--- src/dcache_geom_pkg.sv ---
// cache geometry and the two-view address union, imported by every cache RTL module
package dcache_geom_pkg;

  localparam int XLEN          = 32;                    // data word width
  localparam int LINE_WORDS    = 4;                     // words per line, also burst length
  localparam int IDX_BITS      = 6;                     // 64 sets
  localparam int OFF_WORD_BITS = 2;                     // word in line
  localparam int OFF_BYTE_BITS = $clog2(XLEN / 8);      // byte in word
  localparam int LINE_OFF_BITS = OFF_WORD_BITS + OFF_BYTE_BITS;
  localparam int TAG_BITS      = XLEN - IDX_BITS - LINE_OFF_BITS;
  localparam int LINE_BITS     = LINE_WORDS * XLEN;     // 128
  localparam int DEF_WAYS      = 2;

  // lookup view
  typedef struct packed {
    logic [TAG_BITS-1:0]      tag;
    logic [IDX_BITS-1:0]      idx;
    logic [OFF_WORD_BITS-1:0] word;
    logic [OFF_BYTE_BITS-1:0] boff;
  } adr_fields_t;

  // burst view, line number and offset in line
  typedef struct packed {
    logic [XLEN-LINE_OFF_BITS-1:0] line;
    logic [LINE_OFF_BITS-1:0]      off;
  } adr_line_t;

  typedef union packed {
    adr_fields_t f;
    adr_line_t   l;
  } cache_adr_u;

endpackage

--- src/dcache_line_buffer.sv ---
// one-line buffer between the arrays and the bus, victim out word by word, fill beats in by index
`timescale 1ns/100ps

module dcache_line_buffer (
  input  logic                                     clk_i,
  input  logic                                     victim_load_i,
  input  logic [dcache_geom_pkg::LINE_BITS-1:0]    victim_line_i,
  input  logic                                     beat_wr_i,
  input  logic                                     beat_rd_i,
  input  logic [dcache_geom_pkg::OFF_WORD_BITS-1:0] beat_idx_i,
  input  logic [dcache_geom_pkg::XLEN-1:0]         beat_d_i,
  output logic [dcache_geom_pkg::XLEN-1:0]         word_o,
  output logic [dcache_geom_pkg::LINE_BITS-1:0]    line_o
);
  import dcache_geom_pkg::*;

  logic [LINE_BITS-1:0] line_q;

  always_ff @(posedge clk_i)
  begin
    if (victim_load_i)
      line_q <= victim_line_i;                       // dirty victim for write-back
    else if (beat_rd_i)
      line_q <= line_q >> XLEN;                      // next word down after each ack
    else if (beat_wr_i)
      line_q[beat_idx_i*XLEN +: XLEN] <= beat_d_i;   // fill beat at its word
  end

  assign word_o = line_q[XLEN-1:0];                  // current write-back word
  assign line_o = line_q;

endmodule

--- config.mk ---
export PLATFORM = sky130hd
export DESIGN_NAME = dcache_line_buffer
export DESIGN_NICKNAME = d
export VERILOG_FILES = /design/src/dcache_geom_pkg.sv /design/src/dcache_line_buffer.sv
export SDC_FILE = /design/constraint.sdc
export NUM_CORES = 1
export LEC_CHECK = 0
export ABC_CLOCK_PERIOD_IN_PS = 4800
export BUFFER_PORTS_ARGS = -buffer_cell sky130_fd_sc_hd__buf_2
export CORE_AREA = 2 2 126 128
export DETAILED_ROUTE_END_ITERATION = 16
export DIE_AREA = 0 0 128 130
export HOLD_SLACK_MARGIN = 0.1
export PLACE_DENSITY = 0.86
export SYNTH_ARGS = -nofsm -noshare
export SYNTH_HDL_FRONTEND = slang
export SYNTH_SLANG_ARGS = --single-unit
--- constraint.sdc ---
create_clock -name clk_i -period 4.8 [get_ports clk_i]
set_input_delay 0.96 -clock clk_i [delete_from_list [all_inputs] [get_ports clk_i]]
set_output_delay 0.96 -clock clk_i [all_outputs]
set_load 0.005 [all_outputs]
==> key figures <==
Die
  • Core area: 0.0154 sq mm
  • Die Area: between 0.015 and 0.02 sq mm
  • Chip Width: 128 um
  • Initial Util: between 40% and 50%
  • IO Pins: about 330
  • Rows: 46
  • Die Ht: about 130 um

Run
  • Maxcap violations: 0

Timing
  • Worst-margin pin slew: 1010 ps
  • Max-Slew Margin vs Limit: 32.9%
  • RSZ-0062 raised after global routing: no
  • Final Cycle Share: slightly below 60%
  • Clk_skew: between 7 and 8 ps
  • Final setup violation count: 0
  • Setup TNS: 0 ps
  • Slew Limit Fails: 0
  • Hold WS: between 600 and 700 ps
  • Tmin final: between 2000 and 3000 ps
  • Fmax: around 360 MHz
  • Final Hold Viols: 0

Worst hold path
  • Worst hold stages: 2
  • Hold Crit Start: line_o[81]
  • Hold EP: line_o[49]
  • Worst hold path class: reg2reg

Clocking
  • Hold_buf cts: 0
  • TritonCTS Buffers: 17
  • Clock insertion delay at the later pin of the skew report: 400 ps
  • Clock Path Buffers: 2
  • Clock Sinks: about 130
  • Post_cts resized: 0
  • Setup Buffers After CTS: 0
  • CTS root buffer: clkbuf_16
  • CTS tree: done
  • H-tree Lvls: 4
  • Clk slew on worst S/H paths: approximately 60 ps

Routing
  • Residual DRC: 0
  • Drt pass-1 iters: 5
  • Initial DRC count: 452
  • Routed vias: between 6000 and 7000
  • Antenna viol nets, final: 0
  • Routed vias/inst: around 5.6
  • Routed wire length: about 22000 um
  • Routed length per instance: approximately 20 um

Cells and area
  • Layout fillers: between 1000 and 1500
  • Largest register FFs: between 100 and 150
  • Core Util, Final: a little under three fifths
  • Area Overhead vs Synth: 30.0%
  • Final net count: approximately 1100
  • Layout cells sized above 1: about two fifths
  • Ant diodes: 0
  • Non-Filler Instances: about 1100

Synth
  • Syn_nets: ~830
  • Syn avg cell area: around 10 sq um
  • Cell Area, Synth: 0.00683 sq mm
  • Sequential-to-total area share from yosys stat: 56.3%
  • Mapped Cells: between 600 and 700
  • Register bit total from synthesis: about 130
  • Post-synthesis cell type count: 21
  • Ys Warns: 0

Pwr
  • Pwr/cell area: roughly 360 mW/mm^2
  • Int Pwr: between 2 and 2.5 mW
  • P_leak: between 3 and 4 nW
  • Comb power frac: between 15 and 20%
  • Reg power frac: a little under half
  • NetSw: between 700 and 800 uW
  • Sw Ratio: 24.4%
  • Clock share of power: about two fifths
  • Peak supply drop: about 0.20 mV

Setup path
  • R2r worst-path depth: 2
  • Setup CP Type: in2reg
  • CP endpoint kind: register
  • Reg-to-reg critical path endpoint: line_o[69]
  • CP required: 5040 ps
  • Crit path arrival time: between 3000 and 4000 ps
  • Crit-path max FO: 17
  • R2r setup slk: 3690 ps
  • Startpoint types: input port
  • Worst r2r src: line_o[101]

Place
  • Hpwl dp: 14400 um
  • Port bufs: between 300 and 400
  • RePlAce Congestion: ~0.87
  • Placed Cells: approximately 1100

Global route
  • First-pass GRT wire length: 32100 um
  • Largest net degree at the start of global routing: 120
  • GRT overflow: 0
  • Initial antenna violation count: 0
  • Vias in the first global route: slightly below 6000
  • Global Route Usage Sum: roughly 25%

Status
  • Outcome: complete, no violations
==> layer usage <==
layer,GRT usage [%],up-vias,routed length [um]
li1,-,2902,-
met1,31.0,2867,8090
met2,44.4,423,11200
met3,6.31,36,2240
met4,8.99,0,408
met5,0,-,0
==> kinds of logic (layout without fill, tap and decap cells) <==
kind of cell / count (synthesis) / after routing / share of synthesized area, %
buffers and inverters: 95 / 364 / 7.38
adder cells (fa/ha/maj): 5 / 5 / 0.916
flip-flops: 128 / 128 / 56.3
AND/OR/NAND/NOR: 204 / 204 / 17.0
multiplexers: 2 / 2 / 0.330
AO/OA/AOI/OAI: 222 / 222 / 18.2
==> power groups by stage <==
| stage | logic, mW | clock network [mW] | registers, mW |
|---|---|---|---|
| 2_1_floorplan | 0.226 | 0 | 1.46 |
| 3_3_place_gp | 0.474 | 0 | 1.45 |
| 3_5_place_dp | 0.482 | 0 | 1.45 |
| 4_1_cts | 0.484 | 1.27 | 1.43 |
| 5_1_grt | 0.532 | 1.31 | 1.44 |
| 6_report | 0.483 | 1.25 | 1.43 |
==> cell usage in the layout, fill, tap and decap left out, types with 2 or more instances in the layout <==
cell       instances
mux2_2             2
clkbuf_16         17
nor2b_1           94
nor3b_4            2
nand3_1           94
ha_1               5
a32o_1             2
buf_4              7
a22o_1            32
inv_1              2
clkbuf_1           4
clkinv_2           4
nand2_2            4
a21oi_1          188
clkinv_1           2
nand2_1            4
bufinv_16          3
edfxtp_1         128
buf_2            323
==> through the flow <==
| step | instance area [sq um] | total power [mW] | worst slack [ps] |
|---|---|---|---|
| after global placement | 8320 | 1.92 | 1730 |
| after global routing | 8880 | 3.29 | 1840 |
| after CTS | 8880 | 3.19 | 2030 |
| after detailed placement | 8320 | 1.94 | 1610 |
| final | 8880 | 3.17 | 2020 |
| after floorplan | 6830 | 1.68 | 1920 |
==> synthesized netlist by cell type <==
master    instances  area [sq um]
and2_1            1          6.26
nand3_1          94           470
a32o_1            2          20.0
buf_1             7          26.3
ha_1              5          62.6
nor2_1            2          7.51
nor3b_4           1          18.8
a22o_1           32           280
buf_4            32           240
nor2b_1          95           594
nor4bb_1          1          10.0
buf_6             3          33.8
edfxtp_1        128          3840
mux2_2            2          22.5
buf_2             4          20.0
inv_1             2          7.51
nor3b_2           1          12.5
nand2_1           8          30.0
a21oi_1         188           941
clkbuf_1         47           176
and3b_1           1          8.76
==> worst max path at each step <==
stage,from,end,slack [ps],cells after the start
after floorplan,victim_load_i,line_o[0],1920,5
after CTS,beat_idx_i[0],line_o[89],2030,7
final,beat_idx_i[0],line_o[89],2020,7
after global routing,beat_idx_i[0],line_o[87],1840,7
after global placement,victim_load_i,line_o[78],1730,3
after detailed placement,beat_idx_i[0],line_o[89],1610,7
==> worst max-delay path: stages <==
cell     delay (ps)
buf_2           160
inv_1           100
ha_1            420
and3b_1         690
buf_4           360
nand3_1         100
a21oi_1         200
==> cell type report <==
class	count	area, sq um	area share (%)
Clock buffer	21	440	4.96
Clock inverter	9	118	1.32
Inverter	2	7.51	0.0845
Multi-Input combinational cell	433	2530	28.5
Sequential cell	128	3840	43.3
Tap cell	192	240	2.70
Timing Repair Buffer	332	1700	19.1
No activity file was read; power rests on OpenSTA's default activity.
