## src/dcache_geom_pkg.sv

```systemverilog
// cache geometry and the two-view address union, imported by every cache RTL module
package dcache_geom_pkg;

  localparam int XLEN          = 32;                    // data word width
  localparam int LINE_WORDS    = 4;                     // words per line, also burst length
  localparam int IDX_BITS      = 6;                     // 64 sets
  localparam int OFF_WORD_BITS = 2;                     // word in line
  localparam int OFF_BYTE_BITS = $clog2(XLEN / 8);      // byte in word
  localparam int LINE_OFF_BITS = OFF_WORD_BITS + OFF_BYTE_BITS;
  localparam int TAG_BITS      = XLEN - IDX_BITS - LINE_OFF_BITS;
  localparam int LINE_BITS     = LINE_WORDS * XLEN;     // 128
  localparam int DEF_WAYS      = 2;

  // lookup view
  typedef struct packed {
    logic [TAG_BITS-1:0]      tag;
    logic [IDX_BITS-1:0]      idx;
    logic [OFF_WORD_BITS-1:0] word;
    logic [OFF_BYTE_BITS-1:0] boff;
  } adr_fields_t;

  // burst view, line number and offset in line
  typedef struct packed {
    logic [XLEN-LINE_OFF_BITS-1:0] line;
    logic [LINE_OFF_BITS-1:0]      off;
  } adr_line_t;

  typedef union packed {
    adr_fields_t f;
    adr_line_t   l;
  } cache_adr_u;

endpackage

```

## src/dcache_bus_pkg.sv

```systemverilog
// access sizes, line commands and byte-enable helpers shared by the cache controller and bus side
package dcache_bus_pkg;

  localparam int BYTES_PER_WORD = 4;

  typedef enum logic [1:0] {BYTE, HWORD, WORD} acc_size_e;

  typedef enum logic [1:0] {LC_NOP, LC_FILL, LC_WRITEBACK} line_cmd_e;

  // byte enable of one access within its word
  function automatic logic [BYTES_PER_WORD-1:0] size_to_be(
    acc_size_e                           size,
    logic [$clog2(BYTES_PER_WORD)-1:0]   lsb
  );
    logic [BYTES_PER_WORD-1:0] be;
    case (size)
      BYTE:    be = 4'b0001;
      HWORD:   be = 4'b0011;
      default: be = 4'b1111;
    endcase
    return be << lsb;
  endfunction

  // take enabled bytes from new_w, the rest from old_w
  function automatic logic [8*BYTES_PER_WORD-1:0] be_merge(
    logic [BYTES_PER_WORD-1:0]   be,
    logic [8*BYTES_PER_WORD-1:0] old_w,
    logic [8*BYTES_PER_WORD-1:0] new_w
  );
    logic [8*BYTES_PER_WORD-1:0] res;
    res = old_w;
    for (int i = 0; i < BYTES_PER_WORD; i++)
      if (be[i])
        res[8*i +: 8] = new_w[8*i +: 8];
    return res;
  endfunction

endpackage

```

## src/dcache_ctrl.sv

```systemverilog
// request register and miss FSM; issues line commands and array writes, answers the CPU
`timescale 1ns/100ps

module dcache_ctrl #(
  parameter int WAYS = dcache_geom_pkg::DEF_WAYS
) (
  input  logic                                    clk_i,
  input  logic                                    rst_ni,
  input  logic                                    mem_req_i,
  input  logic                                    mem_we_i,
  input  logic [dcache_geom_pkg::XLEN-1:0]        mem_adr_i,
  input  dcache_bus_pkg::acc_size_e               mem_size_i,
  input  logic [dcache_geom_pkg::XLEN-1:0]        mem_d_i,
  output logic [dcache_geom_pkg::XLEN-1:0]        mem_q_o,
  output logic                                    mem_ack_o,
  input  logic                                    hit_i,
  input  logic [WAYS-1:0]                         hit_way_i,
  input  logic [dcache_geom_pkg::LINE_BITS-1:0]   rd_line_i,
  input  logic [WAYS-1:0]                         victim_way_i,
  input  logic                                    victim_dirty_i,
  input  logic [dcache_geom_pkg::TAG_BITS-1:0]    victim_tag_i,
  input  logic [dcache_geom_pkg::LINE_BITS-1:0]   fill_line_i,
  input  logic                                    line_done_i,
  output dcache_geom_pkg::cache_adr_u             rd_adr_o,
  output logic                                    wr_en_o,
  output logic [WAYS-1:0]                         wr_way_o,
  output logic [dcache_geom_pkg::LINE_BITS-1:0]   wr_line_o,
  output logic [dcache_geom_pkg::LINE_BITS/8-1:0] wr_be_o,
  output logic                                    wr_dirty_o,
  output logic                                    victim_load_o,
  output dcache_bus_pkg::line_cmd_e               line_cmd_o,
  output logic [dcache_geom_pkg::XLEN-1:0]        line_adr_o
);
  import dcache_geom_pkg::*;
  import dcache_bus_pkg::*;

  localparam logic [2:0] S_IDLE      = 3'd0;
  localparam logic [2:0] S_LOOKUP    = 3'd1;
  localparam logic [2:0] S_WRITEBACK = 3'd2;
  localparam logic [2:0] S_FILL      = 3'd3;
  localparam logic [2:0] S_REFILL    = 3'd4;

  logic [2:0]                state_q;
  cache_adr_u                req_in;
  cache_adr_u                req_adr_q;
  cache_adr_u                wb_adr;
  cache_adr_u                fill_adr;
  logic                      req_we_q;
  logic [BYTES_PER_WORD-1:0] req_be_q;
  logic [XLEN-1:0]           req_d_q;
  logic [XLEN-1:0]           fill_word;

  assign req_in   = mem_adr_i;
  assign rd_adr_o = mem_req_i ? req_in : req_adr_q;   // new index straight to the arrays

  // request register, held for the whole access
  always_ff @(posedge clk_i)
  begin
    if (mem_req_i)
    begin
      req_adr_q <= req_in;
      req_we_q  <= mem_we_i;
      req_be_q  <= size_to_be(mem_size_i, req_in.f.boff);
      req_d_q   <= mem_d_i;
    end
  end

  // ----------------------------------------
  // miss FSM
  always_ff @(posedge clk_i or negedge rst_ni)
  begin
    if (!rst_ni)
      state_q <= S_IDLE;
    else
    begin
      case (state_q)
        S_IDLE:
          if (mem_req_i)
            state_q <= S_LOOKUP;
        S_LOOKUP:
          if (hit_i)
            state_q <= S_IDLE;
          else if (victim_dirty_i)
            state_q <= S_WRITEBACK;                  // evict first
          else
            state_q <= S_FILL;
        S_WRITEBACK:
          if (line_done_i)
            state_q <= S_FILL;
        S_FILL:
          if (line_done_i)
            state_q <= S_REFILL;
        S_REFILL:
          state_q <= S_LOOKUP;                       // re-read, now hits
        default:
          state_q <= S_IDLE;
      endcase
    end
  end

  // answer one cycle after the compare
  always_ff @(posedge clk_i or negedge rst_ni)
  begin
    if (!rst_ni)
      mem_ack_o <= 1'b0;
    else
      mem_ack_o <= (state_q == S_LOOKUP) && hit_i;
  end

  always_ff @(posedge clk_i)
  begin
    if (state_q == S_LOOKUP && hit_i)
      mem_q_o <= rd_line_i[req_adr_q.f.word*XLEN +: XLEN];
  end

  // ----------------------------------------
  // array write: write hit or refill
  assign fill_word = req_we_q ?
                     be_merge(req_be_q, fill_line_i[req_adr_q.f.word*XLEN +: XLEN], req_d_q) :
                     fill_line_i[req_adr_q.f.word*XLEN +: XLEN];

  always_comb
  begin
    wr_en_o    = (state_q == S_LOOKUP) && hit_i && req_we_q;
    wr_way_o   = hit_way_i;
    wr_line_o  = {LINE_WORDS{req_d_q}};               // word copied, byte enables pick
    wr_be_o    = {{(LINE_BITS/8-BYTES_PER_WORD){1'b0}}, req_be_q}
                 << (req_adr_q.f.word * BYTES_PER_WORD);
    wr_dirty_o = req_we_q;
    if (state_q == S_REFILL)
    begin
      wr_en_o   = 1'b1;
      wr_way_o  = victim_way_i;
      wr_line_o = fill_line_i;
      wr_line_o[req_adr_q.f.word*XLEN +: XLEN] = fill_word;
      wr_be_o   = '1;                                 // whole line
    end
  end

  // ----------------------------------------
  // line commands toward the burst engine
  always_comb
  begin
    wb_adr        = req_adr_q;
    wb_adr.f.tag  = victim_tag_i;                     // victim lives at same index
    wb_adr.f.word = '0;
    wb_adr.f.boff = '0;
    fill_adr      = req_adr_q;
    fill_adr.l.off = '0;                              // line aligned
    case (state_q)
      S_WRITEBACK:
      begin
        line_cmd_o = LC_WRITEBACK;
        line_adr_o = wb_adr;
      end
      S_FILL:
      begin
        line_cmd_o = LC_FILL;
        line_adr_o = fill_adr;
      end
      default:
      begin
        line_cmd_o = LC_NOP;
        line_adr_o = fill_adr;
      end
    endcase
  end

  assign victim_load_o = (state_q == S_LOOKUP) && !hit_i && victim_dirty_i;

endmodule

```

## config.mk

```make
export PLATFORM = sky130hd
export DESIGN_NAME = dcache_ctrl
export DESIGN_NICKNAME = d
export VERILOG_FILES = /design/src/dcache_geom_pkg.sv /design/src/dcache_bus_pkg.sv /design/src/dcache_ctrl.sv
export SDC_FILE = /design/constraint.sdc
export NUM_CORES = 1
export LEC_CHECK = 0
export ABC_AREA = 0
export BUFFER_PORTS_ARGS = -buffer_cell sky130_fd_sc_hd__clkbuf_2
export CORE_AREA = 2 2 233 235
export CTS_BUF_LIST = sky130_fd_sc_hd__clkbuf_16
export CTS_CLUSTER_SIZE = 25
export DETAILED_ROUTE_END_ITERATION = 8
export DIE_AREA = 0 0 235 237
export PLACE_DENSITY = 0.5
export REMOVE_ABC_BUFFERS = 1
export SYNTH_ARGS = -nofsm -noshare
export SYNTH_HDL_FRONTEND = slang
export SYNTH_SLANG_ARGS = --single-unit
```

## constraint.sdc

```tcl
create_clock -name clk_i -period 7.28 [get_ports clk_i]
set_input_delay 1.456 -clock clk_i [delete_from_list [all_inputs] [get_ports clk_i]]
set_output_delay 1.456 -clock clk_i [all_outputs]
set_load 0.005 [all_outputs]
```

==> results of run 1 <==
==> cell type report <==
type	count	share of cell area, %
clock inverters	7	0.5129
well taps	696	6.491
repair buffers	620	23.65
flip-flops and latches	105	21.00
diodes	8	0.1492
clock buffers	9	1.679
multi-input cells	847	46.46
inverters	2	0.05595
==> per-stage QoR <==
stage / instances / instance area (sq um) / power, mW / hold WS [ns]
after floorplan: 954 / 8982 / 1.432 / 0.4651
after global placement: 2270 / 13100 / 2.031 / 0.4583
after detailed placement: 2270 / 13100 / 2.041 / 0.4784
after CTS: 2286 / 13400 / 2.613 / 0.5014
after global routing: 2287 / 13400 / 2.736 / 0.5097
final: 2294 / 13420 / 2.567 / 0.5042
==> final timing paths <==
| kind | from | end | slack [ns] |
|---|---|---|---|
| max | req_adr_q[2] | wr_line_o[119] | 1.96 |
| min | req_adr_q[11] | req_adr_q[11] | 0.50 |
| max reg2reg | req_adr_q[2] | mem_q_o[15] | 5.04 |
| min reg2reg | req_adr_q[11] | req_adr_q[11] | 0.50 |
| max in group asynchronous | rst_ni | state_q[0] | 6.30 |
| min in group asynchronous | rst_ni | state_q[1] | 0.85 |
==> sequential cells by signal, summed over array words and instances (netlist names) <==
name / cells
req_d_q: 32
wr_dirty_o: 1
req_adr_q: 32
state_q: 3
mem_q_o: 32
req_be_q: 4
mem_ack_o: 1
==> synthesized netlist by cell type (5+ instances only) <==
cell type	instances	area share [%]
nor3_1	249	13
a211oi_1	137	11
nor2b_1	130	8.4
mux2_2	116	14
edfxtp_1	69	21
nand2_1	39	1.5
nor2_1	38	1.5
clkbuf_1	34	1.3
and3_1	32	2.1
dfxtp_1	32	6.6
mux4_2	32	7.5
a22oi_1	31	2.4
buf_2	31	1.6
buf_6	26	3.0
buf_4	13	1.0
a21oi_1	6	0.31
ha_1	5	0.65
==> per-layer routing <==
| layer | share of wire [%] | track usage (%) | routed length (um) | vias up |
|---|---|---|---|---|
| met5 | 0.095 | 0 | 48 | - |
| met4 | 3.6 | 7.672 | 1794 | 8 |
| met3 | 7.8 | 5.409 | 3964 | 104 |
| met2 | 46 | 28.22 | 23320 | 536 |
| met1 | 42 | 21.55 | 21380 | 5362 |
| li1 | - | - | - | 5142 |
==> logic make-up (layout without fill, tap and decap cells) <==
| family | after synthesis | in the layout |
|---|---|---|
| DFF | 105 | 105 |
| and+or+nand+nor | 504 | 504 |
| AOI/OAI and AO/OA | 186 | 186 |
| muxes | 148 | 148 |
| other | 1 | 12 |
| adders and majority gates | 5 | 5 |
| buffers and inverters | 109 | 638 |
==> power by group through the flow <==
stage | Clock (mW) | Combinational (mW) | Sequential [mW]
after floorplan | 0 | 0.622 | 0.810
after global placement | 0 | 1.23 | 0.803
after detailed placement | 0 | 1.23 | 0.807
after CTS | 0.580 | 1.24 | 0.794
after global routing | 0.597 | 1.33 | 0.806
final | 0.543 | 1.23 | 0.793
==> cell usage in the layout, fill, tap and decap left out, drive strengths merged, types with 6 or more instances in the layout <==
master / Yosys / layout
a22oi: 31 / 31
dfxtp: 32 / 32
clkbuf: 34 / 606
inv: 2 / 8
nand2: 39 / 39
nor2b: 130 / 130
a211oi: 137 / 137
mux4: 32 / 32
edfxtp: 69 / 69
a21oi: 6 / 6
and3: 32 / 32
nor2: 38 / 38
mux2: 116 / 116
buf: 73 / 23
nor3: 249 / 249
diode: 0 / 8
==> impl_metrics.toml, run 1 <==
[status]
status = "finished, final reports clean"

[final_layout]
seq_area_sq_um = 2818
multi_input_area_sq_um = 6233
layout.nets = 1945
area.growth.synth_to_final_pct = 38.95
drive_above_1_share_pct = 50.19
fin_util_pct = 25.18
fillers = 5854

[routing]
routed_wl_um = 50510
drtPass1Iterations = 5
vias = 11152
via_per_inst = 4.861
postRouteAntennaNets = 0
drt_iter0_markers = 558
drc_errors = 0
post_drt_wl_per_cell_um = 22.02

[global_route]
grt_pass1_wl_um = 73170
grt_usage_pct = 17.54
grt_pass1_vias = 11458
grt-ovfl-total = 0
grt_start_max_net_pins = 149
antenna_found_initial = 6

[die]
die_w_um = 235
ioPinCount = 603
die_h_um = 237
start_util_pct = 18.12
rows = 85
fp.dieArea_sq_um = 55700
core_sq_um = 53280

[yosys]
syn_area_sq_um = 9656
synth.distinct_cells = 36
ys.flop_type = "edfxtp_1"
syn_area_per_cell_sq_um = 9.126
synth_compound_area_share_pct = 14.25
synth_top_family_by_area = "simple AND/OR/NAND/NOR gates"
synth-xor-area-share_pct = 0
synth_mux_area_share_pct = 20.99
ys_ff_latch = 105
async_reset_ff_share_pct = 3.810
yosys_warnings = 0
synth_edf_count = 69
yosysSeqAreaShare_pct = 29.13
synthAdderAreaFrac_pct = 0.6479
netlist_instances = 1058
synth-simple-area-share_pct = 27.77

[critical_path]
cp_top_family = "simple AND/OR/NAND/NOR gates"
cp.required_ns = 5.82
cp-end-kind = "primary output"
cp_data_arrival_time_ns = 3.87
cp_common_cell = "buf_4"
cp_num_buf_inv = 3
crit_fanout = 33
crit_cells = 7
worstPathCellList = "ha_2 -> buf_4 -> nor4bb_4 -> buf_4 -> nor3_1 -> a211oi_1 -> clkbuf_2"
critPathKind = "reg -> out"
worstSetupStartpointType = "register"
cpPeakStageDelay_ns = 1.01
crit_slowest_cell = "nor4bb_4"
reg2reg_depth = 2

[timing]
finalSetupViolCount = 0
slew_headroom_pct = 26.60
tightestPinTransition_ns = 1.101
finClkSkew_ns = 0.01701
period_needed_ns = 5.322
period_share_pct = 73.11
tns_ns = 0
fmax_mhz = 187.9
slew_viol_final = 0
rsz0062_at_grt = "false"
finalHoldViolCount = 0
finalWorstSetupSlack_ns = 1.958

[power_and_ir_drop]
ir_drop_v = 0.0001024
clockPowerShare_pct = 21.1
combPwrFrac_pct = 48.0
pwr-share-seq_pct = 30.9
power.density_nw_per_um2 = 191.4
sw_frac_of_total_pct = 40.78
intPower_mw = 1.520
p_sw_mw = 1.047
leakage_nw = 5.832

[clock_network]
ctsHoldBuffers = 0
cts_sinks = 105
cts_max_level = 3
cts_resized = 0
clk_path_buf_depth = 2
worst_skew_pair.late_latency_ns = 0.40
cts_buffers = 9
cts_tree = "built"
post_cts_buffers = 0
clk_pin_slew_worst_paths_ns = 0.08
root_buffer = "clkbuf_16"

[job]
maxCapViolations = 0

[placed_design]
globalplace.congestion = 0.9416
io_buffers = 598
dp_hpwl_um = 38050
post-place-ws_ns = 2.243

[min_path]
hold_path_class = "reg -> reg"
holdPathStages = 1
Note: power is estimated with default switching activity, not from simulation.
==> run 2, diff against run 1 <==
clock period = 5.29 ns   (was 7.28 ns; I/O delays follow)
==> run 2 against run 1 <==
  * Utilization increased by 0.20 points
  * Die area is the same
  * Clock-buffer cell count unchanged
  * Sequential cell count stayed put
  * Clock power increased by 33%
  * Wire length up 2.7%
  * Hold slack got worse by 0.026 ns
  * Critical path depth is the same
==> impl_metrics.toml, run 2 (synthesis results as in run 1) <==
[critical_path]
worstSetupStartpointType = "register"
critPathKind = "reg -> out"
crit_fanout = 20
worstPathCellList = "inv_1 -> ha_2 -> and4b_2 -> buf_4 -> nor3_1 -> a211oi_1 -> clkbuf_2"
r2r-start = "req_adr_q[2]"
r2r_slack_ns = 3.26
regToRegEndpoint = "mem_q_o[7]"
cp-end-kind = "primary output"
cpPeakStageDelay_ns = 0.60
cp.required_ns = 4.23
cp_top_family = "buffers and inverters"
cp_data_arrival_time_ns = 3.22
crit_start = "req_adr_q[3]"
reg2reg_depth = 3
crit_slowest_cell = "and4b_2"
cp_num_buf_inv = 3

[routing]
m1WireLength_um = 22220
wl_met3_um = 3775
drc_errors = 0
routed_wl_um = 51860
drt_iter0_markers = 594
via_per_inst = 4.905
vias = 11277
dr_wl_met2_um = 24920
postRouteAntennaNets = 0
post_drt_wl_per_cell_um = 22.56
route.top_layer_used = "met5"
drtPass1Iterations = 5

[clock_network]
clk_pin_slew_worst_paths_ns = 0.09
root_buffer = "clkbuf_16"
cts_buffers = 9
cts_sinks = 105
worst_skew_pair.late_latency_ns = 0.38
cts_resized = 0
cts_max_level = 3
clk_path_buf_depth = 2
ctsHoldBuffers = 0
cts_tree = "built"
post_cts_buffers = 0

[final_layout]
area.growth.synth_to_final_pct = 40.04
layout_common_cells = "clkbuf_2 (597), nor3_1 (249), a211oi_1 (137), nor2b_1 (130), mux2_2 (116)"
final_common_cell = "clkbuf_2"
layout.nets = 1957
finalNonFillerCells = 2299
final_cell_area_sq_um = 13520
fin_util_pct = 25.38
reg.largest.list = "mem_q_o: 32 flops, req_adr_q: 32 flops, req_d_q: 32 flops"
drive_above_1_share_pct = 50.50

[placed_design]
io_buffers = 598
globalplace.congestion = 0.9249
dp_hpwl_um = 40150
post-place-ws_ns = 1.268
dp.cells = 2282
place_area_sq_um = 13230

[timing]
period_share_pct = 80.86
finalWorstSetupSlack_ns = 1.012
rsz0062_at_grt = "false"
slew_headroom_pct = 21.02
period_needed_ns = 4.278
tightestPinTransition_ns = 1.182
tns_ns = 0
finClkSkew_ns = 0.01330
fmax_mhz = 233.8
slew_viol_final = 0
finalSetupViolCount = 0
finalHoldViolCount = 0

[global_route]
grt-ovfl-total = 0
grt_start_max_net_pins = 91
grt_pass1_wl_um = 75030
antenna_found_initial = 4
grt_usage_pct = 18.05
grt_pass1_vias = 11335

[die]
fp.dieArea_sq_um = 55700
core_sq_um = 53280
rows = 85
ioPinCount = 603
die_h_um = 237
start_util_pct = 18.12
die_w_um = 235

[power_and_ir_drop]
leakage_nw = 5.899
power.density_nw_per_um2 = 261.6
ir_drop_v = 0.0001369

[min_path]
hold_path_class = "in -> async"

[status]
status = "finished, final reports clean"

[job]
maxCapViolations = 0
## run 2: how the worst max path moves through the flow
| stage | cells after the start | to |
|---|---|---|
| detailed placement | 6 | wr_line_o[90] |
| floorplan | 4 | wr_line_o[100] |
| global placement | 6 | wr_line_o[90] |
| CTS | 6 | wr_line_o[90] |
| finish | 7 | wr_line_o[36] |
| global route | 6 | wr_line_o[90] |
## run 2: area by class of cell
cell class | instances | area (sq um)
inverter | 2 | 7.507
antenna | 1 | 2.502
clock inverter | 7 | 63.81
timing repair buffer | 632 | 3301
sequential | 105 | 2818
fill | 5799 | 39760
clock buffer | 9 | 225.2
tap | 696 | 870.8
multi-input combinational | 847 | 6233
## run 2: per-layer routing
layer | global-route usage, % | up-vias
met3 | 4.150 | 64
met1 | 23.13 | 5491
met5 | 0 | -
met4 | 4.987 | 6
met2 | 30.29 | 547
li1 | - | 5169
## run 2: stage by stage
stage / hold WS (ns) / total power, mW
after CTS: 0.4402 / 3.591
after global placement: 0.4601 / 2.829
after global routing: 0.4444 / 3.759
after floorplan: 0.4651 / 1.971
after detailed placement: 0.4714 / 2.845
final: 0.4786 / 3.537
## run 2: report_power, final
group / switching (mW) / internal, mW
combinational: 0.962 / 0.767
sequential: 0.0823 / 1.01
clock: 0.389 / 0.331
