===== src/dcache_geom_pkg.sv =====
// cache geometry and the two-view address union, imported by every cache RTL module
package dcache_geom_pkg;

  localparam int XLEN          = 32;                    // data word width
  localparam int LINE_WORDS    = 4;                     // words per line, also burst length
  localparam int IDX_BITS      = 6;                     // 64 sets
  localparam int OFF_WORD_BITS = 2;                     // word in line
  localparam int OFF_BYTE_BITS = $clog2(XLEN / 8);      // byte in word
  localparam int LINE_OFF_BITS = OFF_WORD_BITS + OFF_BYTE_BITS;
  localparam int TAG_BITS      = XLEN - IDX_BITS - LINE_OFF_BITS;
  localparam int LINE_BITS     = LINE_WORDS * XLEN;     // 128
  localparam int DEF_WAYS      = 2;

  // lookup view
  typedef struct packed {
    logic [TAG_BITS-1:0]      tag;
    logic [IDX_BITS-1:0]      idx;
    logic [OFF_WORD_BITS-1:0] word;
    logic [OFF_BYTE_BITS-1:0] boff;
  } adr_fields_t;

  // burst view, line number and offset in line
  typedef struct packed {
    logic [XLEN-LINE_OFF_BITS-1:0] line;
    logic [LINE_OFF_BITS-1:0]      off;
  } adr_line_t;

  typedef union packed {
    adr_fields_t f;
    adr_line_t   l;
  } cache_adr_u;

endpackage


===== src/dcache_bus_pkg.sv =====
// access sizes, line commands and byte-enable helpers shared by the cache controller and bus side
package dcache_bus_pkg;

  localparam int BYTES_PER_WORD = 4;

  typedef enum logic [1:0] {BYTE, HWORD, WORD} acc_size_e;

  typedef enum logic [1:0] {LC_NOP, LC_FILL, LC_WRITEBACK} line_cmd_e;

  // byte enable of one access within its word
  function automatic logic [BYTES_PER_WORD-1:0] size_to_be(
    acc_size_e                           size,
    logic [$clog2(BYTES_PER_WORD)-1:0]   lsb
  );
    logic [BYTES_PER_WORD-1:0] be;
    case (size)
      BYTE:    be = 4'b0001;
      HWORD:   be = 4'b0011;
      default: be = 4'b1111;
    endcase
    return be << lsb;
  endfunction

  // take enabled bytes from new_w, the rest from old_w
  function automatic logic [8*BYTES_PER_WORD-1:0] be_merge(
    logic [BYTES_PER_WORD-1:0]   be,
    logic [8*BYTES_PER_WORD-1:0] old_w,
    logic [8*BYTES_PER_WORD-1:0] new_w
  );
    logic [8*BYTES_PER_WORD-1:0] res;
    res = old_w;
    for (int i = 0; i < BYTES_PER_WORD; i++)
      if (be[i])
        res[8*i +: 8] = new_w[8*i +: 8];
    return res;
  endfunction

endpackage


===== src/dcache_burst.sv =====
// bus FSM that runs one line burst per command and steers beats into the line buffer
`timescale 1ns/100ps

module dcache_burst (
  input  logic                                      clk_i,
  input  logic                                      rst_ni,
  input  dcache_bus_pkg::line_cmd_e                 line_cmd_i,
  input  logic [dcache_geom_pkg::XLEN-1:0]          line_adr_i,
  input  logic [dcache_geom_pkg::XLEN-1:0]          word_i,
  input  logic                                      bus_stb_ack_i,
  input  logic                                      bus_ack_i,
  output logic                                      bus_stb_o,
  output logic                                      bus_we_o,
  output logic [dcache_geom_pkg::XLEN-1:0]          bus_adr_o,
  output logic [dcache_geom_pkg::XLEN-1:0]          bus_d_o,
  output logic                                      beat_wr_o,
  output logic                                      beat_rd_o,
  output logic [dcache_geom_pkg::OFF_WORD_BITS-1:0] beat_idx_o,
  output logic                                      line_done_o
);
  import dcache_geom_pkg::*;
  import dcache_bus_pkg::*;

  localparam logic [1:0] B_IDLE    = 2'd0;
  localparam logic [1:0] B_REQUEST = 2'd1;
  localparam logic [1:0] B_BURST   = 2'd2;

  logic [1:0]               state_q;
  logic [OFF_WORD_BITS-1:0] cnt_q;                    // beat counter
  logic                     we_q;
  logic [XLEN-1:0]          adr_q;
  logic                     start;
  logic                     last_beat;

  // line_done_o blocks a restart on the stale command in the done cycle
  assign start     = (state_q == B_IDLE) && (line_cmd_i != LC_NOP) && !line_done_o;
  assign last_beat = (state_q == B_BURST) && bus_ack_i &&
                     (cnt_q == OFF_WORD_BITS'(LINE_WORDS - 1));

  // ----------------------------------------
  // FSM
  always_ff @(posedge clk_i or negedge rst_ni)
  begin
    if (!rst_ni)
    begin
      state_q     <= B_IDLE;
      cnt_q       <= '0;
      line_done_o <= 1'b0;
    end
    else
    begin
      line_done_o <= last_beat;                      // one cycle after the last ack
      case (state_q)
        B_IDLE:
          if (start)
            state_q <= B_REQUEST;
        B_REQUEST:
          if (bus_stb_ack_i)
          begin
            state_q <= B_BURST;
            cnt_q   <= '0;
          end
        B_BURST:
          if (bus_ack_i)
          begin
            cnt_q <= cnt_q + 1'b1;
            if (last_beat)
              state_q <= B_IDLE;
          end
        default:
          state_q <= B_IDLE;
      endcase
    end
  end

  // command latched when the burst starts
  always_ff @(posedge clk_i)
  begin
    if (start)
    begin
      adr_q <= line_adr_i;
      we_q  <= (line_cmd_i == LC_WRITEBACK);
    end
  end

  assign bus_stb_o  = (state_q == B_REQUEST);         // held until stb ack
  assign bus_we_o   = we_q;
  assign bus_adr_o  = adr_q;
  assign bus_d_o    = word_i;                          // buffer shifts after each ack
  assign beat_wr_o  = (state_q == B_BURST) && bus_ack_i && !we_q;
  assign beat_rd_o  = (state_q == B_BURST) && bus_ack_i && we_q;
  assign beat_idx_o = cnt_q;

endmodule


===== config.mk =====
export PLATFORM = sky130hd
export DESIGN_NAME = dcache_burst
export DESIGN_NICKNAME = d
export VERILOG_FILES = /design/src/dcache_geom_pkg.sv /design/src/dcache_bus_pkg.sv /design/src/dcache_burst.sv
export SDC_FILE = /design/constraint.sdc
export NUM_CORES = 1
export LEC_CHECK = 0
export BUFFER_PORTS_ARGS = -buffer_cell sky130_fd_sc_hd__buf_2
export CORE_UTILIZATION = 36
export CTS_BUF_LIST = sky130_fd_sc_hd__clkbuf_8 sky130_fd_sc_hd__clkbuf_16
export CTS_CLUSTER_SIZE = 24
export DETAILED_ROUTE_END_ITERATION = 10
export GPL_TIMING_DRIVEN = 0
export PLACE_DENSITY = 0.79
export SLEW_MARGIN = 20
export SYNTH_ARGS = -nofsm -noshare
export SYNTH_HDL_FRONTEND = slang
export SYNTH_SLANG_ARGS = --single-unit

===== constraint.sdc =====
create_clock -name clk_i -period 5.45 [get_ports clk_i]
set_input_delay 1.09 -clock clk_i [delete_from_list [all_inputs] [get_ports clk_i]]
set_output_delay 1.09 -clock clk_i [all_outputs]
set_load 0.005 [all_outputs]

==> results of run 1 <==
-- stage by stage --
stage	instances	cell area, µm²	hold slack [ns]	worst slack, ns	util (%)
2_1_floorplan	95	1500	0.494	0.598	-
5_1_grt	266	2250	0.588	2.80	56.2
3_3_place_gp	253	2100	0.532	-0.818	52.5
6_report	266	2250	0.573	2.85	56.2
4_1_cts	266	2250	0.568	2.85	56.2
3_5_place_dp	258	2130	0.557	2.85	53.4
-- synth_stat cells --
library cell / instances
nand2_1: 5
and3_1: 2
a211oi_1: 1
inv_1: 2
buf_4: 32
nor2_1: 3
nor3_1: 1
a311oi_1: 1
dfrtp_1: 5
a21o_1: 1
a21oi_1: 3
edfxtp_1: 33
or2b_2: 1
ha_1: 1
nor2b_1: 2
o21ai_0: 1
nor4_1: 1
-- flip-flops by register name, indices dropped and copies added (netlist names) --
register	cells
bus_we_o	1
line_done_o	1
state_q	2
bus_adr_o	32
beat_idx_o	2
-- path summary, 6_finish.rpt --
path                       cells past startpoint  slack [ns]       start            end
setup / recovery                               4        2.85   bus_ack_i      beat_wr_o
hold / removal                                 1        0.57  state_q[0]  beat_idx_o[1]
setup reg to reg                               4        3.60  state_q[1]   bus_adr_o[3]
hold reg to reg                                1        0.57  state_q[0]  beat_idx_o[1]
max in group asynchronous                      1        4.71      rst_ni    line_done_o
min in group asynchronous                      1        0.60      rst_ni     state_q[0]
-- critical path, stage by stage --
cell and delay, ns:
buf_2 0.15, nand2_1 0.07, nor2_1 0.08, buf_2 0.11
-- logic make-up after synthesis --
logic type      count (synthesis)  share of synthesized area [%]
simple gates                   15                           5.02
buf+inv                        34                           16.6
flops                          38                           74.6
compound gates                  7                           2.93
fa+ha+maj                       1                          0.837
-- power by group through the flow --
stage | Sequential (mW) | Combinational, mW | Clock (mW)
detailed placement | 0.465 | 0.242 | 0
finish | 0.458 | 0.239 | 0.236
floorplan | 0.482 | 0.0897 | 0
global route | 0.468 | 0.266 | 0.253
global placement | 0.476 | 0.217 | 0
CTS | 0.459 | 0.243 | 0.245
-- routing by layer --
metal	part of all wire, %	up-vias
met3	13	5
met4	1.0	0
met1	33	481
met5	0	-
li1	-	540
met2	53	84
-- cell type report --
type,count,area [µm²]
Tap cell,50,62.6
Multi-Input combinational cell,23,138
Sequential cell,38,1120
Fill cell,365,1750
Clock inverter,3,45.0
Buffer,32,240
Inverter,2,7.51
Timing Repair Buffer,113,571
Clock buffer,5,68.8
==> metrics.cfg, run 1 <==
[sta]
relSlewSlack_pct = 74.4
slew_viol_final = 0
hold_viol_final = 0
tns_ns = 0
post-route-period-util_pct = 47.7
worst_pin_slew_ns = 0.381
grt_setup_unrepaired = false
finalSetupViolCount = 0
period_minus_slack_ns = 2.60
clock_skew_ns = 0.00432
max_freq_mhz = 385

[place]
portBuffers = 108
gp_congestion = 0.698
post-dp-hpwl_um = 2580

[clocking]
ctsHoldBuffers = 0
cts_buffers = 5
clock_path_buffers = 2
htreeDepth = 2
clk_pin_slew_ns = 0.08
clk_latency_ns = 0.29
cts_setup_buffers = 0
cts.repair.resized = 0
root_buffer = clkbuf_8
cts.sinks = 38
cts_tree = built

[route]
detail_route.vias_per_cell = 4.17
drtPass1Iterations = 4
drc = 0
wl_per_cell_um = 11.6
vias = 1110
drt_wl_total_um = 3100
drtAntennaViolNets = 0
dr.first_iter.drc_count = 47

[setup_path]
critPathCaptureType = primary output
critPathKind = input port to primary output
required_ns = 4.36
startpoint_type = input port
cp_data_arrival_time_ns = 1.51
cp_max_fo = 8

[global_route]
grt-ovfl-total = 0
gr-usage-met1_pct = 12.3
antenna_found_initial = 0
busiest_layer = met2
grt_pass1_wl_um = 4280
grt_pass1_vias = 979
met3_usage_pct = 7.76
grt_max_degree = 14
met2_usage_pct = 26.0
grt_usage_pct = 13.8

[power]
ir_drop_uv = 196
p_sw_share_pct = 27.4
finalPower_mw = 0.933
p_comb_share_pct = 25.6
seqPwrFrac_pct = 49.2
p_sw_mw = 0.255
cellPowerDensity_nw_per_um2 = 415
pwr-share-clk_pct = 25.3
leakage_nw = 1.11
p_int_mw = 0.678

[logic_synthesis]
ys_seq_area_share_pct = 74.6
syn-num-nets = 166
synth_warnings = 0
synth_top_area_share_pct = 66.3
synth_top_cells_by_area = edfxtp_1 (66%), buf_4 (16%), dfrtp_1 (8.4%)
syn_inst = 95
avgSynthCellArea_um2 = 15.7
ys_seq_elements = 38
yosys.cell_types.count = 17
synth_area_um2 = 1500
yosysTopAreaCell = edfxtp_1

[cells_and_area]
drive_gt1_share_pct = 71.8
layout_common_cells = buf_2 (111), buf_4 (34), edfxtp_1 (33)
final_nets = 286
final_common_cell = buf_2
areaGrowthSynthToFinish_pct = 50.4
antenna_cells = 0

[die]
die_width_um = 66.4
start_util_pct = 37.4
die_y_um = 66.4
rows = 23
boundaryPins = 141
die_area_um2 = 4410
core-area_um2 = 4000

[hold_path]
min_path_type = flop to flop

[run]
drv_cap = 0

[status]
outcome = complete, no violations

Note: power is estimated with default switching activity, not from simulation.
==> run 2: changes to the inputs <==
Clock period 5.45 ns to 2.4 ns, I/O delays scaled along.
==> run 2 against run 1 <==
Critical path depth fell by 2. Critical path type is now flop to flop. Core utilization fell by 0.53 points. Register-to-register slack got worse by 3.1 ns. Non-clock buffer count fell by 2. Clock skew rose by 0.0017 ns. First-iteration DRC count rose by 53%. Clock-buffer cell count did not move.
==> metrics.cfg, run 2 (synthesized netlist as in run 1, its figures left out) <==
[place]
place_area_um2 = 2140
post-place-ws_ns = 0.486
portBuffers = 108
post-dp-hpwl_um = 2750
dp.cells = 255
gp_congestion = 0.732

[status]
outcome = complete, no violations

[global_route]
grt_pass1_vias = 1013
grt_pass1_wl_um = 4570
antenna_found_initial = 0
grt_max_degree = 14
grt_usage_pct = 14.9
grt-ovfl-total = 0

[setup_path]
slowest_stage = nor4_4
critPathKind = flop to flop
critPathMaxStageDelay_ns = 0.74
worstPathCellList = nor4_4 > buf_4
reg2reg_slack_ns = 0.54
r2r-start = state_q[1]
required_ns = 2.38
worst_r2r_path_depth = 2
cp_max_fo = 13
critPathCaptureType = flop
r2r_end = bus_adr_o[9]
cp_data_arrival_time_ns = 1.84
startpoint_type = flop

[sta]
slew_viol_final = 0
grt_setup_unrepaired = false
clock_skew_ns = 0.00604
finalSetupViolCount = 0
max_freq_mhz = 538
period_minus_slack_ns = 1.86
hold_viol_final = 0
relSlewSlack_pct = 46.8
post-route-period-util_pct = 77.4
finalWorstSetupSlack_ns = 0.542
worst_pin_slew_ns = 0.792

[power]
finalPower_mw = 2.00
ir_drop_uv = 499
cellPowerDensity_nw_per_um2 = 898
leakage_nw = 1.10

[clocking]
cts_buffers = 5
root_buffer = clkbuf_8
clk_pin_slew_ns = 0.07
cts_setup_buffers = 0
clock_path_buffers = 2
cts.sinks = 38
clk_latency_ns = 0.28
cts_tree = built
htreeDepth = 2

[cells_and_area]
final_nets = 284
fillers = 360
layout_common_cells = buf_2 (108), buf_4 (33), edfxtp_1 (33)
antenna_cells = 0
areaGrowthSynthToFinish_pct = 49.0
fin_area_um2 = 2230
largest_reg_flops = 32
drive_gt1_share_pct = 70.1
final_common_cell = buf_2
fin_cells = 264

[route]
detail_route.vias_per_cell = 4.35
drt_wl_total_um = 3400
wl_met3_um = 376
route.met2.wl_um = 1820
dr.first_iter.drc_count = 72
met1_length_um = 1140
dr.max_layer_used = met4
drc = 0
drtAntennaViolNets = 0
vias = 1148
drtPass1Iterations = 4
wl_per_cell_um = 12.9

[hold_path]
holdPathStages = 1
holdPathEnd = bus_adr_o[19]
hp-start = line_adr_i[19]
min_path_type = input port to flop

[die]
die_y_um = 66.4
die_width_um = 66.4
die_area_um2 = 4410
core-area_um2 = 4000
start_util_pct = 37.4
boundaryPins = 141
rows = 23

[run]
drv_cap = 0

==> run 2: worst max-delay path, delay by kind of cell, from the launching register on <==
family | cells | cell delay, ns
flip-flops | 1 | 0.47
AND/OR/NAND/NOR | 1 | 0.74
buffers and inverters | 1 | 0.34
==> run 2: worst max path at each step <==
stage	startpoint	to	cells past startpoint	slack [ns]
after floorplan	state_q[0]	bus_adr_o[0]	1	0.32
after global placement	line_cmd_i[0]	bus_adr_o[9]	3	-0.16
after detailed placement	line_cmd_i[0]	bus_adr_o[31]	4	0.49
after CTS	state_q[1]	bus_adr_o[3]	2	0.49
after global routing	state_q[1]	bus_adr_o[12]	2	0.43
final	state_q[1]	bus_adr_o[9]	2	0.54
==> run 2: metrics by stage <==
step                      hold WS (ns)  setup TNS, ns  utilization (%)
after floorplan                  0.184              0                -
after global placement           0.303          -5.10             52.8
after detailed placement         0.305              0             53.4
after CTS                        0.356              0             55.7
after global routing             0.350              0             55.7
final                            0.367              0             55.7
==> run 2: metal layers <==
| layer | vias to the layer above | GRT usage [%] |
|---|---|---|
| met3 | 6 | 5.17 |
| li1 | 538 | - |
| met1 | 516 | 14.9 |
| met4 | 0 | 6.38 |
| met2 | 88 | 27.6 |
| met5 | - | 0 |
==> run 2: final cells by class <==
type | instances | area [µm²] | area share, %
clock buffer | 5 | 68.8 | 3.09
sequential | 38 | 1120 | 50.1
buffer | 32 | 240 | 10.8
multi-input combinational | 23 | 146 | 6.57
timing repair buffer | 111 | 573 | 25.7
clock inverter | 3 | 12.5 | 0.562
tap | 50 | 62.6 | 2.81
inverter | 2 | 7.51 | 0.337
==> run 2: what timing repair did <==
item / CTS / global route
endpoints found under the hold margin: 5 / 0
resized for setup: 0 / 0
hold buffers: 1 / 0
==> run 2: where the power goes <==
| part | internal, mW | switching (mW) |
|---|---|---|
| registers | 0.964 | 0.0885 |
| logic | 0.273 | 0.274 |
| clock network | 0.195 | 0.204 |
| total | 1.43 | 0.567 |
==> run 3: changes to the inputs <==
Clock period 2.4 ns to 1.95 ns, I/O delays scaled along.
==> run 3 against run 2 <==
Clock-buffer cell count did not move. Routed wire length fell by 2.3%. Cell area rose by 2.4%. Sequential power rose by 23%. Worst hold slack got worse by 0.090 ns. Global-route usage rose by 0.76 points. Largest cell class unchanged. Highest routed layer unchanged.
==> metrics.cfg, run 3 (synthesized netlist as in run 1, its figures left out) <==
[setup_path]
r2r-start = state_q[1]
path_depth = 3
r2r_end = bus_adr_o[1]
required_ns = 1.56
critPathCaptureType = primary output
slowest_stage = dfrtp_2
worst_r2r_path_depth = 3
critPathKind = flop to primary output
critPathMaxStageDelay_ns = 0.44
startpoint_type = flop
critPathTopFamily = simple AND/OR/NAND/NOR gates
reg2reg_slack_ns = 0.39
worstPathCellList = nor2b_1 > and3_1 > buf_2
cp_num_buf_inv = 1
cp_max_fo = 7
cp_data_arrival_time_ns = 1.33

[global_route]
grt_max_degree = 15
antenna_found_initial = 0
grt_pass1_vias = 1088
grt_pass1_wl_um = 4750
grt_usage_pct = 15.7
grt-ovfl-total = 0

[sta]
post-route-period-util_pct = 88.4
worst_pin_slew_ns = 0.317
finalSetupViolCount = 0
period_minus_slack_ns = 1.72
hold-worst-slack_ns = 0.277
slew_viol_final = 0
grt_setup_unrepaired = false
hold_viol_final = 0
relSlewSlack_pct = 78.8
max_freq_mhz = 580
clock_skew_ns = 0.00388

[route]
drtPass1Iterations = 4
detail_route.vias_per_cell = 4.33
wl_per_cell_um = 12.5
drc = 0
drtAntennaViolNets = 0
drt_wl_total_um = 3320
dr.first_iter.drc_count = 50
vias = 1147

[place]
post-dp-hpwl_um = 2640
portBuffers = 108
dp.cells = 255
place_area_um2 = 2130
gp_congestion = 0.741

[power]
ir_drop_uv = 765
cellPowerDensity_nw_per_um2 = 1200
leakage_nw = 1.12

[hold_path]
holdPathEnd = bus_adr_o[8]
min_path_type = input port to flop
holdPathStages = 1
hp-start = line_adr_i[8]

[cells_and_area]
final_common_cell = buf_2
antenna_cells = 0
areaGrowthSynthToFinish_pct = 52.5
final_nets = 285
fin_area_um2 = 2280
layout_common_cells = buf_2 (108), buf_4 (35), edfxtp_1 (33), nand2_1 (5), clkbuf_8 (5)
largest_reg_flops = 32
drive_gt1_share_pct = 71.2
fin_cells = 265

[clocking]
cts_buffers = 5
root_buffer = clkbuf_8
htreeDepth = 2
cts.repair.resized = 0
cts.sinks = 38
cts_tree = built
clock_path_buffers = 2
clk_latency_ns = 0.28
clk_pin_slew_ns = 0.08

[die]
rows = 23
die_width_um = 66.4
core-area_um2 = 4000
boundaryPins = 141
die_y_um = 66.4
die_area_um2 = 4410
start_util_pct = 37.4

[run]
drv_cap = 0

[status]
outcome = complete, no violations

==> run 3: power breakdown <==
part | leakage, nW | switching [mW] | internal (mW)
logic | 0.678 | 0.335 | 0.331
clock network | 0.0658 | 0.267 | 0.506
registers | 0.377 | 0.106 | 1.19
==> run 3: metrics by stage <==
stage | worst slack (ns) | total power, mW | util, % | TNS [ns]
global placement | -0.544 | 1.93 | 52.9 | -18.23
global route | 0.124 | 2.90 | 57.0 | 0
finish | 0.226 | 2.73 | 57.0 | 0
floorplan | -0.115 | 1.60 | - | -3.81
CTS | 0.218 | 2.78 | 57.0 | 0
detailed placement | -0.0236 | 1.97 | 53.2 | -0.323
==> run 3: final cells by class <==
| type | instances | area [µm²] |
|---|---|---|
| clock buffer | 5 | 68.8 |
| sequential | 38 | 1120 |
| multi-input combinational | 23 | 146 |
| tap | 50 | 62.6 |
| clock inverter | 3 | 63.8 |
| inverter | 2 | 7.51 |
| timing repair buffer | 112 | 573 |
| fill | 359 | 1720 |
| buffer | 32 | 240 |
==> run 3: worst register-to-register path, cell delays in order (launching register included) <==
cell and delay [ns]:
dfrtp_2 0.46, nor4_4 0.30, buf_4 0.25, buf_4 0.25
==> run 3: what timing repair did <==
action	4_1_cts	5_1_grt
hold buffers	1	0
buffers inserted	1	0
endpoints found under the setup margin	14	0
endpoints found under the hold margin	5	0
==> run 3: metal layers <==
layer | global-route usage [%] | up-vias | wire length (µm)
li1 | - | 539 | -
met1 | 13.4 | 521 | 1110
met2 | 29.3 | 85 | 1830
met3 | 8.28 | 2 | 357
met4 | 6.91 | 0 | 27
met5 | 0 | - | 0
==> run 3: how the worst max path moves through the flow <==
| stage | from | to | slack [ns] |
|---|---|---|---|
| floorplan | state_q[1] | bus_adr_o[0] | -0.12 |
| global placement | state_q[1] | bus_adr_o[21] | -0.54 |
| detailed placement | state_q[1] | bus_adr_o[29] | -0.02 |
| CTS | state_q[1] | beat_wr_o | 0.22 |
| global route | state_q[0] | beat_wr_o | 0.12 |
| finish | state_q[1] | beat_rd_o | 0.23 |
